===== config.mk =====
export PLATFORM = sky130hd
export DESIGN_NAME = mc_req_issuer
export DESIGN_NICKNAME = d
export VERILOG_FILES = /design/src/hdl/mc_pkg.sv /design/src/hdl/mc_req_issuer.sv
export SDC_FILE = /design/constraint.sdc
export NUM_CORES = 1
export LEC_CHECK = 0
export BUFFER_PORTS_ARGS = -buffer_cell sky130_fd_sc_hd__buf_4
export CORE_MARGIN = 4
export CORE_UTILIZATION = 40
export CTS_BUF_LIST = sky130_fd_sc_hd__clkbuf_16
export DETAILED_ROUTE_END_ITERATION = 16
export GPL_TIMING_DRIVEN = 0
export PLACE_DENSITY = 0.77
export SKIP_CTS_REPAIR_TIMING = 1
export SLEW_MARGIN = 25
export SYNTH_ARGS = -nofsm -noshare
export SYNTH_HDL_FRONTEND = slang
export SYNTH_SLANG_ARGS = --single-unit

===== constraint.sdc =====
create_clock -name clk -period 3.55 [get_ports clk]
set_clock_uncertainty 0.05 [all_clocks]
set_input_delay 0.8875 -clock clk [delete_from_list [all_inputs] [get_ports clk]]
set_output_delay 0.8875 -clock clk [all_outputs]
set_load 0.1 [all_outputs]

===== src/hdl/mc_pkg.sv =====
// shared widths, opcode type, load info struct and payload union

package mc_pkg;

  // word and field widths
  localparam int data_width_c   = 32;
  localparam int mask_width_c   = data_width_c / 8;
  localparam int reg_id_width_c = 5;

  // link opcode
  typedef enum logic {
    mc_op_load_e  = 1'b0,
    mc_op_store_e = 1'b1
  } mc_op_e;

  // payload view for a load
  typedef struct packed {
    logic [23:0]               pad;
    logic                      is_byte;
    logic [1:0]                byte_sel;
    logic [reg_id_width_c-1:0] reg_id;
  } mc_load_info_s;

  // one payload word, decoded by opcode
  typedef union packed {
    logic [data_width_c-1:0] store_data;
    mc_load_info_s           load_info;
  } mc_payload_u;

endpackage


===== src/hdl/mc_req_issuer.sv =====
// mc_req_issuer: registers host load/store commands into link packets

`timescale 1ns/1ps

module mc_req_issuer #(
  parameter int addr_width_p = 10
) (
  input  logic                              clk,
  input  logic                              reset,

  input  logic                              cmd_v_i,
  input  mc_pkg::mc_op_e                    cmd_op_i,
  input  logic [addr_width_p-1:0]           cmd_addr_i,
  input  logic [mc_pkg::mask_width_c-1:0]   cmd_mask_i,
  input  mc_pkg::mc_payload_u               cmd_payload_i,
  output logic                              cmd_ready_o,

  output logic                              pkt_v_o,
  output mc_pkg::mc_op_e                    pkt_op_o,
  output logic [addr_width_p-1:0]           pkt_addr_o,
  output logic [mc_pkg::mask_width_c-1:0]   pkt_mask_o,
  output mc_pkg::mc_payload_u               pkt_payload_o,
  input  logic                              pkt_ready_i,

  output logic                              cmd_fire_o,
  output logic                              stall_o
);

  import mc_pkg::*;

  logic                    live_r;
  logic                    pkt_v_r;
  mc_op_e                  pkt_op_r;
  logic [addr_width_p-1:0] pkt_addr_r;
  logic [mask_width_c-1:0] pkt_mask_r;
  mc_payload_u             pkt_payload_r;
  logic                    cmd_fire;

  // open while the register is empty or draining this cycle
  assign cmd_ready_o = live_r & (~pkt_v_r | pkt_ready_i);
  assign cmd_fire    = cmd_v_i & cmd_ready_o;

  // profiler taps
  assign cmd_fire_o = cmd_fire;
  assign stall_o    = cmd_v_i & ~cmd_ready_o;

  always_ff @(posedge clk) begin
    if (!reset) begin
      live_r  <= 1'b0;
      pkt_v_r <= 1'b0;
    end else begin
      live_r <= 1'b1;
      if (cmd_fire) begin
        pkt_v_r <= 1'b1;
      end else if (pkt_ready_i) begin
        pkt_v_r <= 1'b0;
      end
    end
  end

  // packet fields
  always_ff @(posedge clk) begin
    if (cmd_fire) begin
      pkt_op_r      <= cmd_op_i;
      pkt_addr_r    <= cmd_addr_i;
      pkt_payload_r <= cmd_payload_i;
      // loads carry their width in load_info
      if (cmd_op_i == mc_op_load_e) begin
        pkt_mask_r <= '1;
      end else begin
        pkt_mask_r <= cmd_mask_i;
      end
    end
  end

  assign pkt_v_o       = pkt_v_r;
  assign pkt_op_o      = pkt_op_r;
  assign pkt_addr_o    = pkt_addr_r;
  assign pkt_mask_o    = pkt_mask_r;
  assign pkt_payload_o = pkt_payload_r;

endmodule


==> impl_metrics.py <==
metrics = {
    "floorplan": {
        "die-area_um2": 4855,
        "io-pin-count": 102,
        "die_y_um": 69.68,
        "num_rows": 22,
        "start_util": 0.4156,
        "coreArea_um2": 3661,
        "fp.dieW_um": 69.68,
    },
    "placement": {
        "dp.cells": 208,
        "place_area_um2": 2341,
        "place_congestion": 0.6967,
        "port_buffers": 101,
    },
    "drt": {
        "postRouteAntennaNets": 0,
        "drtIter0Drc": 41,
        "routed_wl_um": 3238,
        "first_pass_iters": 3,
        "wl_per_cell_um": 14.99,
        "drc": 0,
        "vias": 945,
        "viasPerCell": 4.375,
    },
    "timing": {
        "finalCriticalPeriod_ns": 3.025,
        "fmax_ghz": 0.3306,
        "rsz0062_at_grt": "false",
        "setup_viol": 0,
        "min_period_over_period": 0.8520,
        "setup_tns_ns": 0,
        "slew_viol_final": 0,
        "max_slew_margin": 0.5892,
        "worst_pin_slew_ns": 0.6163,
        "hold_viol": 0,
    },
    "synthesis": {
        "syn_inst": 59,
        "synth_warnings": 0,
        "synth_fp_nets": 110,
        "yosysSeqAreaShare": 0.9539,
        "yosys.cell_types.count": 8,
        "ys_ff_latch": 49,
        "syn-cell-area_um2": 1521,
        "syn_area_per_cell_um2": 25.79,
    },
    "clocking": {
        "clockBufferDepth": 2,
        "htreeDepth": 2,
        "clk-insertion-delay-late_ns": 0.27,
        "clockRootBuffer": "clkbuf_16",
        "cts_sinks": 49,
        "clk_pin_slew_ns": 0.06,
        "cts_inserted_buffers": 5,
        "cts_tree": "yes",
    },
    "critical_path": {
        "start_kind": "primary input",
        "path_class": "primary input to primary output",
        "crit_path_end_kind": "primary output",
        "cp.arrival_ns": 2.09,
        "required_ns": 2.61,
        "critPathMaxFanout": 48,
    },
    "finish": {
        "layout_commonest_cell": "buf_4",
        "fin_area_um2": 2507,
        "fin_cells": 216,
        "area_delta_synth_final_pct": 64.80,
        "layout_common_cells": "buf_4, edfxtp_1, clkbuf_16, nand2b_1",
        "drive_gt1_frac": 0.6488,
        "diodes": 0,
        "fin_nets": 218,
    },
    "flow_run": {
        "drv_cap": 0,
    },
    "status": {
        "status": "finished clean",
    },
    "global_routing": {
        "grt_pass1_vias": 1060,
        "gr-usage-all-layers": 0.1405,
        "antenna_found_initial": 0,
        "gr-total-overflow": 0,
        "grt_max_degree": 49,
        "grt_pass1_wl_um": 5181,
    },
    "worst_hold_path": {
        "hp-class": "register to register",
    },
    "power_and_ir_drop": {
        "ir_worst_vdd_v": 0.0004153,
        "p_leak_nw": 1.054,
        "p_per_area_nw_per_um2": 578.9,
    },
}
==> power by group <==
group | switching (mW) | internal [mW] | total [mW]
Clock | 0.178 | 0.327 | 0.505
Sequential | 0.00743 | 0.664 | 0.671
Combinational | 0.208 | 0.0677 | 0.276
==> worst paths after layout <==
kind	from	end	slack, ns	cells past startpoint
setup / recovery	pkt_ready_i	cmd_fire_o	0.53	4
hold / removal	pkt_v_o$_SDFFE_PN0P_	pkt_v_o$_SDFFE_PN0P_	0.47	2
setup reg to reg	pkt_v_o$_SDFFE_PN0P_	pkt_payload_o[9]$_DFFE_PP_	2.10	2
hold reg to reg	pkt_v_o$_SDFFE_PN0P_	pkt_v_o$_SDFFE_PN0P_	0.47	2
==> logic make-up (layout without fill, tap and decap cells) <==
kind of cell    count (synthesis)  count (layout)  synth area share
simple gates                    8               8           0.03618
compound gates                  2               2          0.009866
buf+inv                         0             109                 0
flops                          49              49            0.9539
==> registers in the layout (all words and copies together) (netlist names) <==
signal         count
live_r             1
pkt_addr_o        10
pkt_mask_o         4
pkt_op_o           1
pkt_payload_o     32
pkt_v_o            1
==> synth_stat cells <==
library cell  instances  share of area
a21boi_1              2         0.0099
nand2_1               1         0.0025
nand2b_1              4          0.016
edfxtp_1             47           0.93
and2_1                1         0.0041
and3_1                1         0.0041
dfxtp_1               2          0.026
nand2b_4              1         0.0090
==> final cells by class <==
type / count / area [um^2]
Sequential cell: 49 / 1451
Fill cell: 241 / 1154
Clock inverter: 3 / 37.54
Multi-Input combinational cell: 10 / 75.07
Clock buffer: 5 / 125.1
Tap cell: 48 / 60.06
Timing Repair Buffer: 101 / 758.2
==> critical path, stage by stage <==
cell and delay [ns]:
buf_4 0.08, nand2b_4 0.12, and3_4 0.60, buf_4 0.40
==> layer usage <==
metal / global-route usage / up-vias / wire length [um]
met5: 0 / - / 0
met4: 0.05106 / 0 / 22
met3: 0.09130 / 2 / 505
met2: 0.2447 / 64 / 1678
met1: 0.1309 / 436 / 1032
li1: - / 443 / -
==> through the flow <==
step	hold WS [ns]	total power [mW]	setup slack [ns]	util
floorplan	0.4094	0.8771	0.07237	-
global placement	0.4207	0.9563	0.2543	0.6394
detailed placement	0.4582	0.9613	0.1759	0.6394
CTS	0.4673	1.466	0.1768	0.6839
global route	0.4916	1.503	0.4512	0.6849
finish	0.4683	1.452	0.5253	0.6849
(Power assumes the default switching activity.)
