## config.mk

```make
export PLATFORM = sky130hd
export DESIGN_NAME = mc_pkt_fifo
export DESIGN_NICKNAME = d
export VERILOG_FILES = /design/src/hdl/mc_pkg.sv /design/src/hdl/mc_pkt_fifo.sv
export SDC_FILE = /design/constraint.sdc
export NUM_CORES = 1
export LEC_CHECK = 0
export BUFFER_PORTS_ARGS = -buffer_cell sky130_fd_sc_hd__buf_2
export CAP_MARGIN = 20
export CORE_UTILIZATION = 61
export CTS_BUF_LIST = sky130_fd_sc_hd__clkbuf_4 sky130_fd_sc_hd__clkbuf_8 sky130_fd_sc_hd__clkbuf_16
export CTS_CLUSTER_DIAMETER = 60
export DETAILED_ROUTE_END_ITERATION = 6
export PLACE_DENSITY = 0.89
export SYNTH_ARGS = -nofsm -noshare
export SYNTH_HDL_FRONTEND = slang
export SYNTH_SLANG_ARGS = --single-unit
export TNS_END_PERCENT = 30
```

## constraint.sdc

```tcl
create_clock -name clk -period 6.61 [get_ports clk]
set_clock_uncertainty 0.05 [all_clocks]
set_input_delay 0.9915 -clock clk [delete_from_list [all_inputs] [get_ports clk]]
set_output_delay 0.9915 -clock clk [all_outputs]
set_load 0.05 [all_outputs]
```

## src/hdl/mc_pkg.sv

```systemverilog
// shared widths, opcode type, load info struct and payload union

package mc_pkg;

  // word and field widths
  localparam int data_width_c   = 32;
  localparam int mask_width_c   = data_width_c / 8;
  localparam int reg_id_width_c = 5;

  // link opcode
  typedef enum logic {
    mc_op_load_e  = 1'b0,
    mc_op_store_e = 1'b1
  } mc_op_e;

  // payload view for a load
  typedef struct packed {
    logic [23:0]               pad;
    logic                      is_byte;
    logic [1:0]                byte_sel;
    logic [reg_id_width_c-1:0] reg_id;
  } mc_load_info_s;

  // one payload word, decoded by opcode
  typedef union packed {
    logic [data_width_c-1:0] store_data;
    mc_load_info_s           load_info;
  } mc_payload_u;

endpackage

```

## src/hdl/mc_pkt_fifo.sv

```systemverilog
// mc_pkt_fifo: circular packet buffer with valid/ready on both sides

`timescale 1ns/1ps

module mc_pkt_fifo #(
  parameter int addr_width_p = 10,
  parameter int fifo_els_p   = 4
) (
  input  logic                              clk,
  input  logic                              reset,

  input  logic                              v_i,
  input  mc_pkg::mc_op_e                    op_i,
  input  logic [addr_width_p-1:0]           addr_i,
  input  logic [mc_pkg::mask_width_c-1:0]   mask_i,
  input  mc_pkg::mc_payload_u               payload_i,
  output logic                              ready_o,

  output logic                              v_o,
  output mc_pkg::mc_op_e                    op_o,
  output logic [addr_width_p-1:0]           addr_o,
  output logic [mc_pkg::mask_width_c-1:0]   mask_o,
  output mc_pkg::mc_payload_u               payload_o,
  input  logic                              ready_i
);

  import mc_pkg::*;

  localparam int lg_els_lp = $clog2(fifo_els_p);

  mc_op_e                  op_mem      [fifo_els_p];
  logic [addr_width_p-1:0] addr_mem    [fifo_els_p];
  logic [mask_width_c-1:0] mask_mem    [fifo_els_p];
  mc_payload_u             payload_mem [fifo_els_p];

  // msb is the wrap bit
  logic [lg_els_lp:0] wptr_r;
  logic [lg_els_lp:0] rptr_r;
  // write pointer as seen by the read side, one cycle behind
  logic [lg_els_lp:0] wptr_vis_r;

  logic full;
  logic empty;
  logic enq;
  logic deq;

  assign full  = (wptr_r[lg_els_lp] != rptr_r[lg_els_lp])
              && (wptr_r[lg_els_lp-1:0] == rptr_r[lg_els_lp-1:0]);
  assign empty = (wptr_vis_r == rptr_r);

  assign ready_o = ~full;
  assign v_o     = ~empty;
  assign enq     = v_i & ~full;
  assign deq     = ~empty & ready_i;

  always_ff @(posedge clk) begin
    if (!reset) begin
      wptr_r     <= '0;
      wptr_vis_r <= '0;
      rptr_r     <= '0;
    end else begin
      wptr_vis_r <= wptr_r;
      if (enq) begin
        wptr_r <= wptr_r + 1'b1;
      end
      if (deq) begin
        rptr_r <= rptr_r + 1'b1;
      end
    end
  end

  always_ff @(posedge clk) begin
    if (enq) begin
      op_mem[wptr_r[lg_els_lp-1:0]]      <= op_i;
      addr_mem[wptr_r[lg_els_lp-1:0]]    <= addr_i;
      mask_mem[wptr_r[lg_els_lp-1:0]]    <= mask_i;
      payload_mem[wptr_r[lg_els_lp-1:0]] <= payload_i;
    end
  end

  assign op_o      = op_mem[rptr_r[lg_els_lp-1:0]];
  assign addr_o    = addr_mem[rptr_r[lg_els_lp-1:0]];
  assign mask_o    = mask_mem[rptr_r[lg_els_lp-1:0]];
  assign payload_o = payload_mem[rptr_r[lg_els_lp-1:0]];

endmodule

```

==> results of run 1 <==
-- synth_stat cells (all sizes together), types with 2 or more instances --
master  number
xor2         4
mux4        47
or3          3
nand4        3
dfxtp       11
ha           5
nor2         2
o21ai        2
clkbuf       2
and2         5
xnor2        2
nand2        8
nand3        4
inv          8
buf          8
edfxtp     188
a31oi        3
or4          2
-- power by group --
group / switching [mW] / internal [mW]
sequential: 0.0990 / 1.44
clock: 0.447 / 0.596
combinational: 0.499 / 0.258
-- cells in the final DEF (no fill, tap or decap), types with 2 or more instances in the layout --
master,n
or4_1,2
buf_4,4
clkbuf_16,17
nand3_1,4
bufinv_16,3
xnor2_1,2
clkinv_4,5
clkinvlp_4,3
mux4_2,47
inv_1,8
clkinv_2,2
a31oi_1,3
o21ai_0,2
or3_1,3
nand4_1,3
dfxtp_1,9
ha_1,5
and2_2,5
edfxtp_1,188
nor2_1,2
buf_2,99
xor2_1,4
nand2_1,8
-- stage by stage --
step / setup WS [ns] / power (mW) / cell area [µm²] / instances / util (%)
final: 3.26 / 3.34 / 8670 / 587 / 74.6
after global routing: 3.09 / 3.45 / 8660 / 586 / 74.6
after CTS: 3.18 / 3.36 / 8660 / 586 / 74.6
after detailed placement: 3.66 / 2.33 / 8060 / 554 / 69.4
after global placement: 3.66 / 2.31 / 8040 / 553 / 69.2
after floorplan: 3.66 / 2.15 / 7380 / 317 / -
-- cells by family (layout without fill, tap and decap cells) --
group           count (synthesis)  in the layout  synth area share, %
buf+inv                        18            144                 1.09
compound gates                 11             11                 1.03
flops                         199            199                 79.5
xor+xnor                        6              6                0.712
mux                            48             48                 14.5
other cells                     0              1                    0
fa+ha+maj                       5              5                0.848
simple gates                   30             30                 2.31
-- path summary, 6_finish.rpt --
kind	startpoint	end	slack, ns	cells after the start
max	register	payload_o[15]	3.26	2
min	wptr_r[1]	wptr_vis_r[1]	0.48	2
max reg2reg	rptr_r[0]	payload_mem[2][12]	4.09	4
min reg2reg	wptr_r[1]	wptr_vis_r[1]	0.48	2
-- layout make-up --
cell class	count	area (µm²)	area share [%]
timing repair buffer	104	546	6.29
multi-input combinational	100	1440	16.6
inverter	8	30.0	0.346
clock inverter	15	179	2.06
tap	143	179	2.06
sequential	199	5870	67.7
antenna	1	2.50	0.0289
clock buffer	17	425	4.91
-- per-layer routing --
metal  part of all wire, %  track usage, %  wire, µm  vias up
met3                   7.1            6.59      1010       23
li1                      -               -         -     1556
met1                    40            31.6      5740     1881
met4                   2.0            9.24       287        2
met5                 0.070               0        10        -
met2                    51            40.0      7260      175
-- worst min-delay path, delay by kind of cell (launching register included) --
kind / cells / cell delay (ns)
simple gates: 1 / 0.09
buf+inv: 1 / 0.04
flops: 1 / 0.36
-- flip-flops by register name, indices dropped and copies added, names as in the netlist, named ones only --
| signal | count |
|---|---|
| wptr_vis_r | 3 |
| rptr_r | 3 |
| addr_mem | 40 |
| mask_mem | 16 |
| wptr_r | 3 |
| payload_mem | 128 |
| op_mem | 4 |
==> out/qor.csv, run 1 <==
stage;metric;value;unit
worst_setup_path;critical-path-slowest-cell;dfxtp_4;
cts;clk_path_buf_depth;2;
worst_setup_path;end_kind;output pin;
logic_synthesis;syn_inst;317;
detailed_routing;viasPerCell;6.20;
cts;htree_levels;4;
worst_setup_path;worstPathRequired;5.57;ns
final_layout;syn2layout_area_growth;17.5;%
sta;fin_tns_setup;0;ns
worst_setup_path;crit_type;reg -> out;
detailed_routing;ant_nets;0;
final_layout;drive_gt1_share;43.1;%
worst_setup_path;critical-path-max-stage-delay;0.98;ns
global_route;grt_usage;24.3;%
die;die_w;112;µm
global_route;grt_pass1_vias;3780;
detailed_routing;wirelength;14300;µm
worst_setup_path;crit_path_start_kind;register;
sta;hold-worst-slack;0.484;ns
final_layout;fill_cells;638;
die;core_area;0.0116;mm²
logic_synthesis;syn_area;0.00738;mm²
logic_synthesis;synth_area_leaders;edfxtp_1 77%, mux4_2 14%, dfxtp_1 3.0%;
cts;path_clk_slew;0.07;ns
die;dieArea;0.0125;mm²
placed_design;dp_hpwl;8040;µm
sta;rsz0062_at_grt;false;
cts;cts_made_buffers;17;
cts;post_cts_buffers;0;
sta;finalSetupViolations;0;
detailed_routing;drcViolationCount;18;
sta;tightest_slew;0.935;ns
logic_synthesis;async_reset_ff_share;0;%
logic_synthesis;synth_seq_cells;199;
global_route;grt_max_degree;48;
die;start_util;63.5;%
logic_synthesis;ys_seq_area_share;79.5;%
worst_setup_path;crit_arrival;2.31;ns
cts;cts.sinks;199;
die;rows;39;
logic_synthesis;synth_edf_count;188;
global_route;grt_overflow;0;
run_status;status;finished with violations;
global_route;antenna_found_initial;1;
run_status;violations;design-rule violations;
cts;cts_tree;yes;
global_route;grt_pass1_wl;21500;µm
logic_synthesis;synth_top_area_cell;edfxtp_1;
die;io-pin-count;100;
detailed_routing;drtIter0Drc;440;
logic_synthesis;ys_warn_count;0;
sta;final_hold_viol_count;0;
placed_design;io_buffers;99;
worst_setup_path;path_cells;mux4_2 -> buf_2;
power_and_ir_drop;vdd_drop_max;0.246;mV
power_and_ir_drop;powerDensity;386;mW/mm²
worst_setup_path;path_max_fanout;47;
cts;post_cts_resized;0;
sta;fin_crit_sh;50.7;%
logic_synthesis;syn_nets;373;
sta;fmax;298;MHz
sta;relSlewSlack;37.7;%
die;die_y;112;µm
final_layout;fin_nets;486;
cts;hold_buffers;0;
detailed_routing;drt_pass1_iterations;7;
worst_setup_path;crit_family;flip-flops;
worst_setup_path;critical_path_buf_inv_count;1;
hold_path;hold_path.class;reg -> reg;
sta;finalMaxSlewViolations;0;
detailed_routing;routedWlPerCell;24.4;µm
cts;cts_root_buf;clkbuf_16;
cts;clk_latency;0.43;ns
flow_run;maxCapViolations;0;
logic_synthesis;avgSynthCellArea;23.3;µm²
sta;period_needed;3.35;ns
detailed_routing;vias;3637;
logic_synthesis;ys_types;30;
logic_synthesis;synthFlopType;edfxtp_1;
placed_design;gp_congestion;0.803;
power_and_ir_drop;leakagePower;2.96;nW
logic_synthesis;synth_top_area_share;76.5;%
No activity file was read; power rests on OpenSTA's default activity.
==> run 2: changes to the inputs <==
--- a/config.mk
+++ b/config.mk
@@ -7,11 +7,11 @@
 export LEC_CHECK = 0
 export BUFFER_PORTS_ARGS = -buffer_cell sky130_fd_sc_hd__buf_2
 export CAP_MARGIN = 20
-export CORE_UTILIZATION = 61
+export CORE_UTILIZATION = 51
 export CTS_BUF_LIST = sky130_fd_sc_hd__clkbuf_4 sky130_fd_sc_hd__clkbuf_8 sky130_fd_sc_hd__clkbuf_16
 export CTS_CLUSTER_DIAMETER = 60
 export DETAILED_ROUTE_END_ITERATION = 6
-export PLACE_DENSITY = 0.89
+export PLACE_DENSITY = 0.8
 export SYNTH_ARGS = -nofsm -noshare
 export SYNTH_HDL_FRONTEND = slang
 export SYNTH_SLANG_ARGS = --single-unit
==> constraint.sdc (replaced) <==
create_clock -name clk -period 2.9 [get_ports clk]
set_clock_uncertainty 0.05 [all_clocks]
set_input_delay 0.435 -clock clk [delete_from_list [all_inputs] [get_ports clk]]
set_output_delay 0.435 -clock clk [all_outputs]
set_load 0.05 [all_outputs]
==> run 2 against run 1 <==
The run now ends clean; clock power grew 100%; global-route usage shrank 5.5 points; combinational power grew 150%; final cell count grew 7.0%; via count shrank 3.9%; largest power group unchanged; highest routed layer is now met4.
==> out/qor.csv, run 2 (synthesis gave the netlist of run 1 again) <==
stage;metric;value;unit
die;core_area;0.0140;mm²
global_route;grt_overflow;0;
sta;fmax;400;MHz
die;die_y;122;µm
worst_setup_path;crit_arrival;2.02;ns
sta;rsz0062_at_grt;false;
die;io-pin-count;100;
hold_path;hold_path.class;in -> reg;
sta;final_hold_viol_count;0;
worst_setup_path;path_max_fanout;26;
cts;post_cts_resized;0;
worst_setup_path;critical_path_buf_inv_count;2;
cts;cts.sinks;199;
detailed_routing;ant_nets;0;
worst_setup_path;critical-path-max-stage-delay;0.55;ns
detailed_routing;vias;3495;
cts;post_cts_buffers;0;
detailed_routing;drcViolationCount;0;
final_layout;postLayoutCellArea;0.00871;mm²
worst_setup_path;path_cells;buf_12 -> mux4_2 -> buf_2;
sta;finalSetupViolations;0;
die;rows;43;
detailed_routing;viasPerCell;5.57;
final_layout;mostFrequentLayoutCells;188 x edfxtp_1, 99 x buf_2, 47 x mux4_2, 17 x clkbuf_16, 9 x dfxtp_1;
die;start_util;52.7;%
cts;clk_latency;0.43;ns
global_route;antenna_found_initial;2;
cts;cts_tree;yes;
detailed_routing;routedWlPerCell;21.0;µm
die;dieArea;0.0149;mm²
worst_setup_path;crit_path_start_kind;register;
cts;hold_buffers;0;
sta;relSlewSlack;68.1;%
worst_setup_path;end_kind;output pin;
flow_run;maxCapViolations;0;
cts;path_clk_slew;0.06;ns
sta;fin_tns_setup;0;ns
sta;period_needed;2.50;ns
cts;cts_made_buffers;17;
cts;cts_root_buf;clkbuf_16;
global_route;grt_pass1_vias;3734;
global_route;grt_max_degree;48;
final_layout;fin_nets;489;
final_layout;drive_gt1_share;42.6;%
global_route;grt_usage;18.8;%
detailed_routing;wirelength;13200;µm
final_layout;largest_register_ffs;128;
cts;htree_levels;4;
worst_setup_path;worstPathRequired;2.41;ns
sta;fin_crit_sh;86.2;%
final_layout;syn2layout_area_growth;18.1;%
global_route;grt_pass1_wl;19900;µm
sta;finalMaxSlewViolations;0;
die;die_w;122;µm
sta;tightest_slew;0.479;ns
power_and_ir_drop;vdd_drop_max;0.443;mV
run_status;status;completed;
placed_design;dp_hpwl;7950;µm
placed_design;place_area;0.00818;mm²
placed_design;io_buffers;99;
detailed_routing;drt_pass1_iterations;4;
worst_setup_path;crit_family;multiplexers;
placed_design;gp_congestion;0.822;
power_and_ir_drop;powerDensity;848;mW/mm²
power_and_ir_drop;leakagePower;2.97;nW
worst_setup_path;critical-path-slowest-cell;mux4_2;
worst_setup_path;crit_type;reg -> out;
detailed_routing;drtIter0Drc;278;
cts;clk_path_buf_depth;2;
final_layout;final_common_cell;edfxtp_1;
run 2: cell types whose count changed in the layout (fill, tap and decap cells not counted), sizes merged:
cell,delta
diode,+1
clkinv,+4
clkinvlp,-2
clkbuf,+1
buf,+3
bufinv,-2
inv,-1
run 2: worst paths after layout:
check	start	to	slack, ns	cells past startpoint
max reg2reg	rptr_r[0]	payload_mem[3][5]	0.69	4
min reg2reg	wptr_r[1]	wptr_vis_r[1]	0.49	2
max	register	payload_o[31]	0.40	3
min	payload_i[16]	payload_mem[1][16]	0.17	1
run 2: final cells by class:
type / count / area [µm²]
Timing Repair Buffer: 107 / 618
Clock buffer: 18 / 433
Tap cell: 180 / 225
Fill cell: 1004 / 5280
Clock inverter: 14 / 91.3
Antenna cell: 2 / 5.00
Inverter: 8 / 30.0
Multi-Input combinational cell: 100 / 1440
Sequential cell: 199 / 5870
run 2: through the flow:
step / std cells / hold WS, ns / utilization [%] / total power [mW] / setup slack, ns
4_1_cts: 626 / 0.153 / 62.2 / 7.46 / 0.331
5_1_grt: 627 / 0.159 / 62.2 / 7.64 / 0.280
3_3_place_gp: 594 / 0.466 / 58.5 / 5.33 / 0.791
3_5_place_dp: 594 / 0.477 / 58.5 / 5.36 / 0.726
2_1_floorplan: 317 / 0.435 / - / 4.91 / 0.396
6_report: 628 / 0.173 / 62.3 / 7.38 / 0.400
run 2: power breakdown:
group / total, mW / switching, mW / internal (mW)
Clock: 2.11 / 0.948 / 1.16
Sequential: 3.39 / 0.101 / 3.29
Combinational: 1.88 / 1.25 / 0.627
run 2: layer usage:
metal | part of all wire [%] | GRT usage [%] | wire, µm
met5 | 0 | 0 | 0
met4 | 1.8 | 7.55 | 233
met3 | 5.7 | 5.67 | 750
met2 | 51 | 30.7 | 6660
met1 | 42 | 23.7 | 5530
run 2: worst reg2reg max path, cell delays in order, from the launching register on:
cell and delay, ns:
dfxtp_1 0.52, xnor2_1 0.20, a31oi_1 0.43, and2_2 0.25
buf_4 0.40
==> run 3: changes to the inputs <==
--- a/config.mk
+++ b/config.mk
@@ -7,11 +7,11 @@
 export LEC_CHECK = 0
 export BUFFER_PORTS_ARGS = -buffer_cell sky130_fd_sc_hd__buf_2
 export CAP_MARGIN = 20
-export CORE_UTILIZATION = 51
+export CORE_UTILIZATION = 40
 export CTS_BUF_LIST = sky130_fd_sc_hd__clkbuf_4 sky130_fd_sc_hd__clkbuf_8 sky130_fd_sc_hd__clkbuf_16
 export CTS_CLUSTER_DIAMETER = 60
 export DETAILED_ROUTE_END_ITERATION = 6
-export PLACE_DENSITY = 0.8
+export PLACE_DENSITY = 0.66
 export SYNTH_ARGS = -nofsm -noshare
 export SYNTH_HDL_FRONTEND = slang
 export SYNTH_SLANG_ARGS = --single-unit
==> run 3 against run 2 <==
Final cell count is 7.5% higher; clock power rose by 3%; sequential power barely moved.
==> out/qor.csv, run 3 (synthesis gave the netlist of run 1 again) <==
stage;metric;value;unit
worst_setup_path;reg2reg_slack;0.85;ns
sta;fmax;388;MHz
cts;clk_latency;0.42;ns
global_route;grt_overflow;0;
hold_path;hold_end;mask_mem[3][2];
die;start_util;40.9;%
power_and_ir_drop;powerDensity;845;mW/mm²
cts;clk_path_buf_depth;2;
die;die_w;138;µm
placed_design;dpl.cell_count;643;
worst_setup_path;r2r_cells;4;
global_route;grt_max_degree;48;
final_layout;fill_cells;1482;
global_route;grt_usage;14.1;%
cts;post_cts_resized;0;
detailed_routing;wirelength;12900;µm
worst_setup_path;crit_arrival;2.09;ns
final_layout;postLayoutCellArea;0.00880;mm²
hold_path;hold_path.class;in -> reg;
sta;fin_crit_sh;88.9;%
detailed_routing;drtIter0Drc;184;
power_and_ir_drop;vdd_drop_max;0.409;mV
power_and_ir_drop;seq_power_share;45.9;%
worst_setup_path;crit_path_start_kind;register;
worst_setup_path;end_kind;output pin;
power_and_ir_drop;power;7.44;mW
hold_path;hold_path_depth;1;
worst_setup_path;regToRegEndpoint;addr_mem[3][5];
sta;fin_tns_setup;0;ns
cts;post_cts_buffers;0;
die;core_area;0.0180;mm²
die;dieArea;0.0190;mm²
sta;finalSetupViolations;0;
detailed_routing;routedWlPerCell;19.1;µm
final_layout;finish.utilization;48.8;%
sta;hold-worst-slack;0.183;ns
power_and_ir_drop;netSwitchingPower;2.32;mW
cts;cts.sinks;199;
worst_setup_path;path_max_fanout;22;
detailed_routing;drcViolationCount;0;
die;rows;49;
final_layout;fin_cells;675;
cts;cts_tree;yes;
global_route;antenna_found_initial;1;
detailed_routing;viasPerCell;5.12;
power_and_ir_drop;leakagePower;2.97;nW
sta;relSlewSlack;67.7;%
detailed_routing;drt_pass1_iterations;4;
placed_design;dp_hpwl;7720;µm
power_and_ir_drop;p_int;5.12;mW
sta;final_hold_viol_count;0;
detailed_routing;vias;3457;
placed_design;place_area;0.00825;mm²
cts;cts_root_buf;clkbuf_16;
sta;finalMaxSlewViolations;0;
final_layout;mostFrequentLayoutCells;188 x edfxtp_1, 99 x buf_2, 47 x mux4_2, 17 x clkbuf_16, 9 x dfxtp_1;
final_layout;fin_nets;489;
cts;hold_buffers;0;
placed_design;place_ws;0.673;ns
hold_path;min_from;mask_i[2];
power_and_ir_drop;clkPwrFrac;29.1;%
detailed_routing;ant_nets;0;
final_layout;largest_register_ffs;128;
sta;rsz0062_at_grt;false;
global_route;grt_pass1_wl;19100;µm
final_layout;final_common_cell;edfxtp_1;
worst_setup_path;crit_type;reg -> out;
placed_design;gp_congestion;0.713;
flow_run;maxCapViolations;0;
final_layout;drive_gt1_share;43.1;%
sta;period_needed;2.58;ns
placed_design;io_buffers;99;
die;die_y;138;µm
cts;cts_made_buffers;17;
worst_setup_path;worstPathRequired;2.41;ns
sta;tightest_slew;0.485;ns
cts;path_clk_slew;0.07;ns
run_status;status;completed;
sta;setup_ws;0.321;ns
global_route;grt_pass1_vias;3528;
power_and_ir_drop;combPwrFrac;25.0;%
power_and_ir_drop;netSwitchingFraction;31.2;%
die;io-pin-count;100;
final_layout;syn2layout_area_growth;19.3;%
cts;htree_levels;4;
worst_setup_path;regToRegStartpoint;rptr_r[0];
## run 3: cell count changes in the layout (fill, tap and decap cells not counted)
cell / change
buf_12: +1
buf_4: -1
clkbuf_4: +1
clkinv_1: -3
clkinv_2: -4
clkinv_4: +2
diode_2: -1
inv_6: +3
## run 3: how the worst max path moves through the flow
stage               from        endpoint  slack (ns)  cells after the start
2_1_floorplan  rptr_r[0]  addr_mem[1][0]        0.40                      3
3_3_place_gp    register       mask_o[3]        0.69                      3
3_5_place_dp    register       mask_o[3]        0.67                      3
4_1_cts         register       mask_o[3]        0.21                      3
5_1_grt         register       mask_o[3]        0.17                      3
6_report        register       mask_o[3]        0.32                      3
## run 3: metal layers
metal / vias to the layer above / routed length [µm] / GRT usage (%)
met3: 10 / 747 / 3.86
met2: 84 / 6440 / 22.7
met5: - / 0 / 0
met1: 1793 / 5570 / 18.1
met4: 0 / 148 / 5.98
li1: 1570 / - / -
## run 3: critical path: stages, from the launching register on
cell and delay, ns:
dfxtp_4 0.61, buf_12 0.28, mux4_2 0.55, buf_2 0.23
## run 3: cell type report
cell class                 count  area, µm²  area share (%)
antenna                        1       2.50          0.0284
clock buffer                  19        440            5.00
clock inverter                12        104            1.18
inverter                       8       30.0           0.341
multi-input combinational    100       1440            16.3
sequential                   199       5870            66.7
tap                          229        287            3.26
timing repair buffer         107        631            7.17
## run 3: power groups by stage
stage / clock network (mW) / logic, mW / registers [mW]
2_1_floorplan: 0 / 1.52 / 3.39
3_3_place_gp: 0 / 1.87 / 3.47
3_5_place_dp: 0 / 1.89 / 3.49
4_1_cts: 2.22 / 1.89 / 3.42
5_1_grt: 2.32 / 1.95 / 3.44
6_report: 2.17 / 1.86 / 3.41
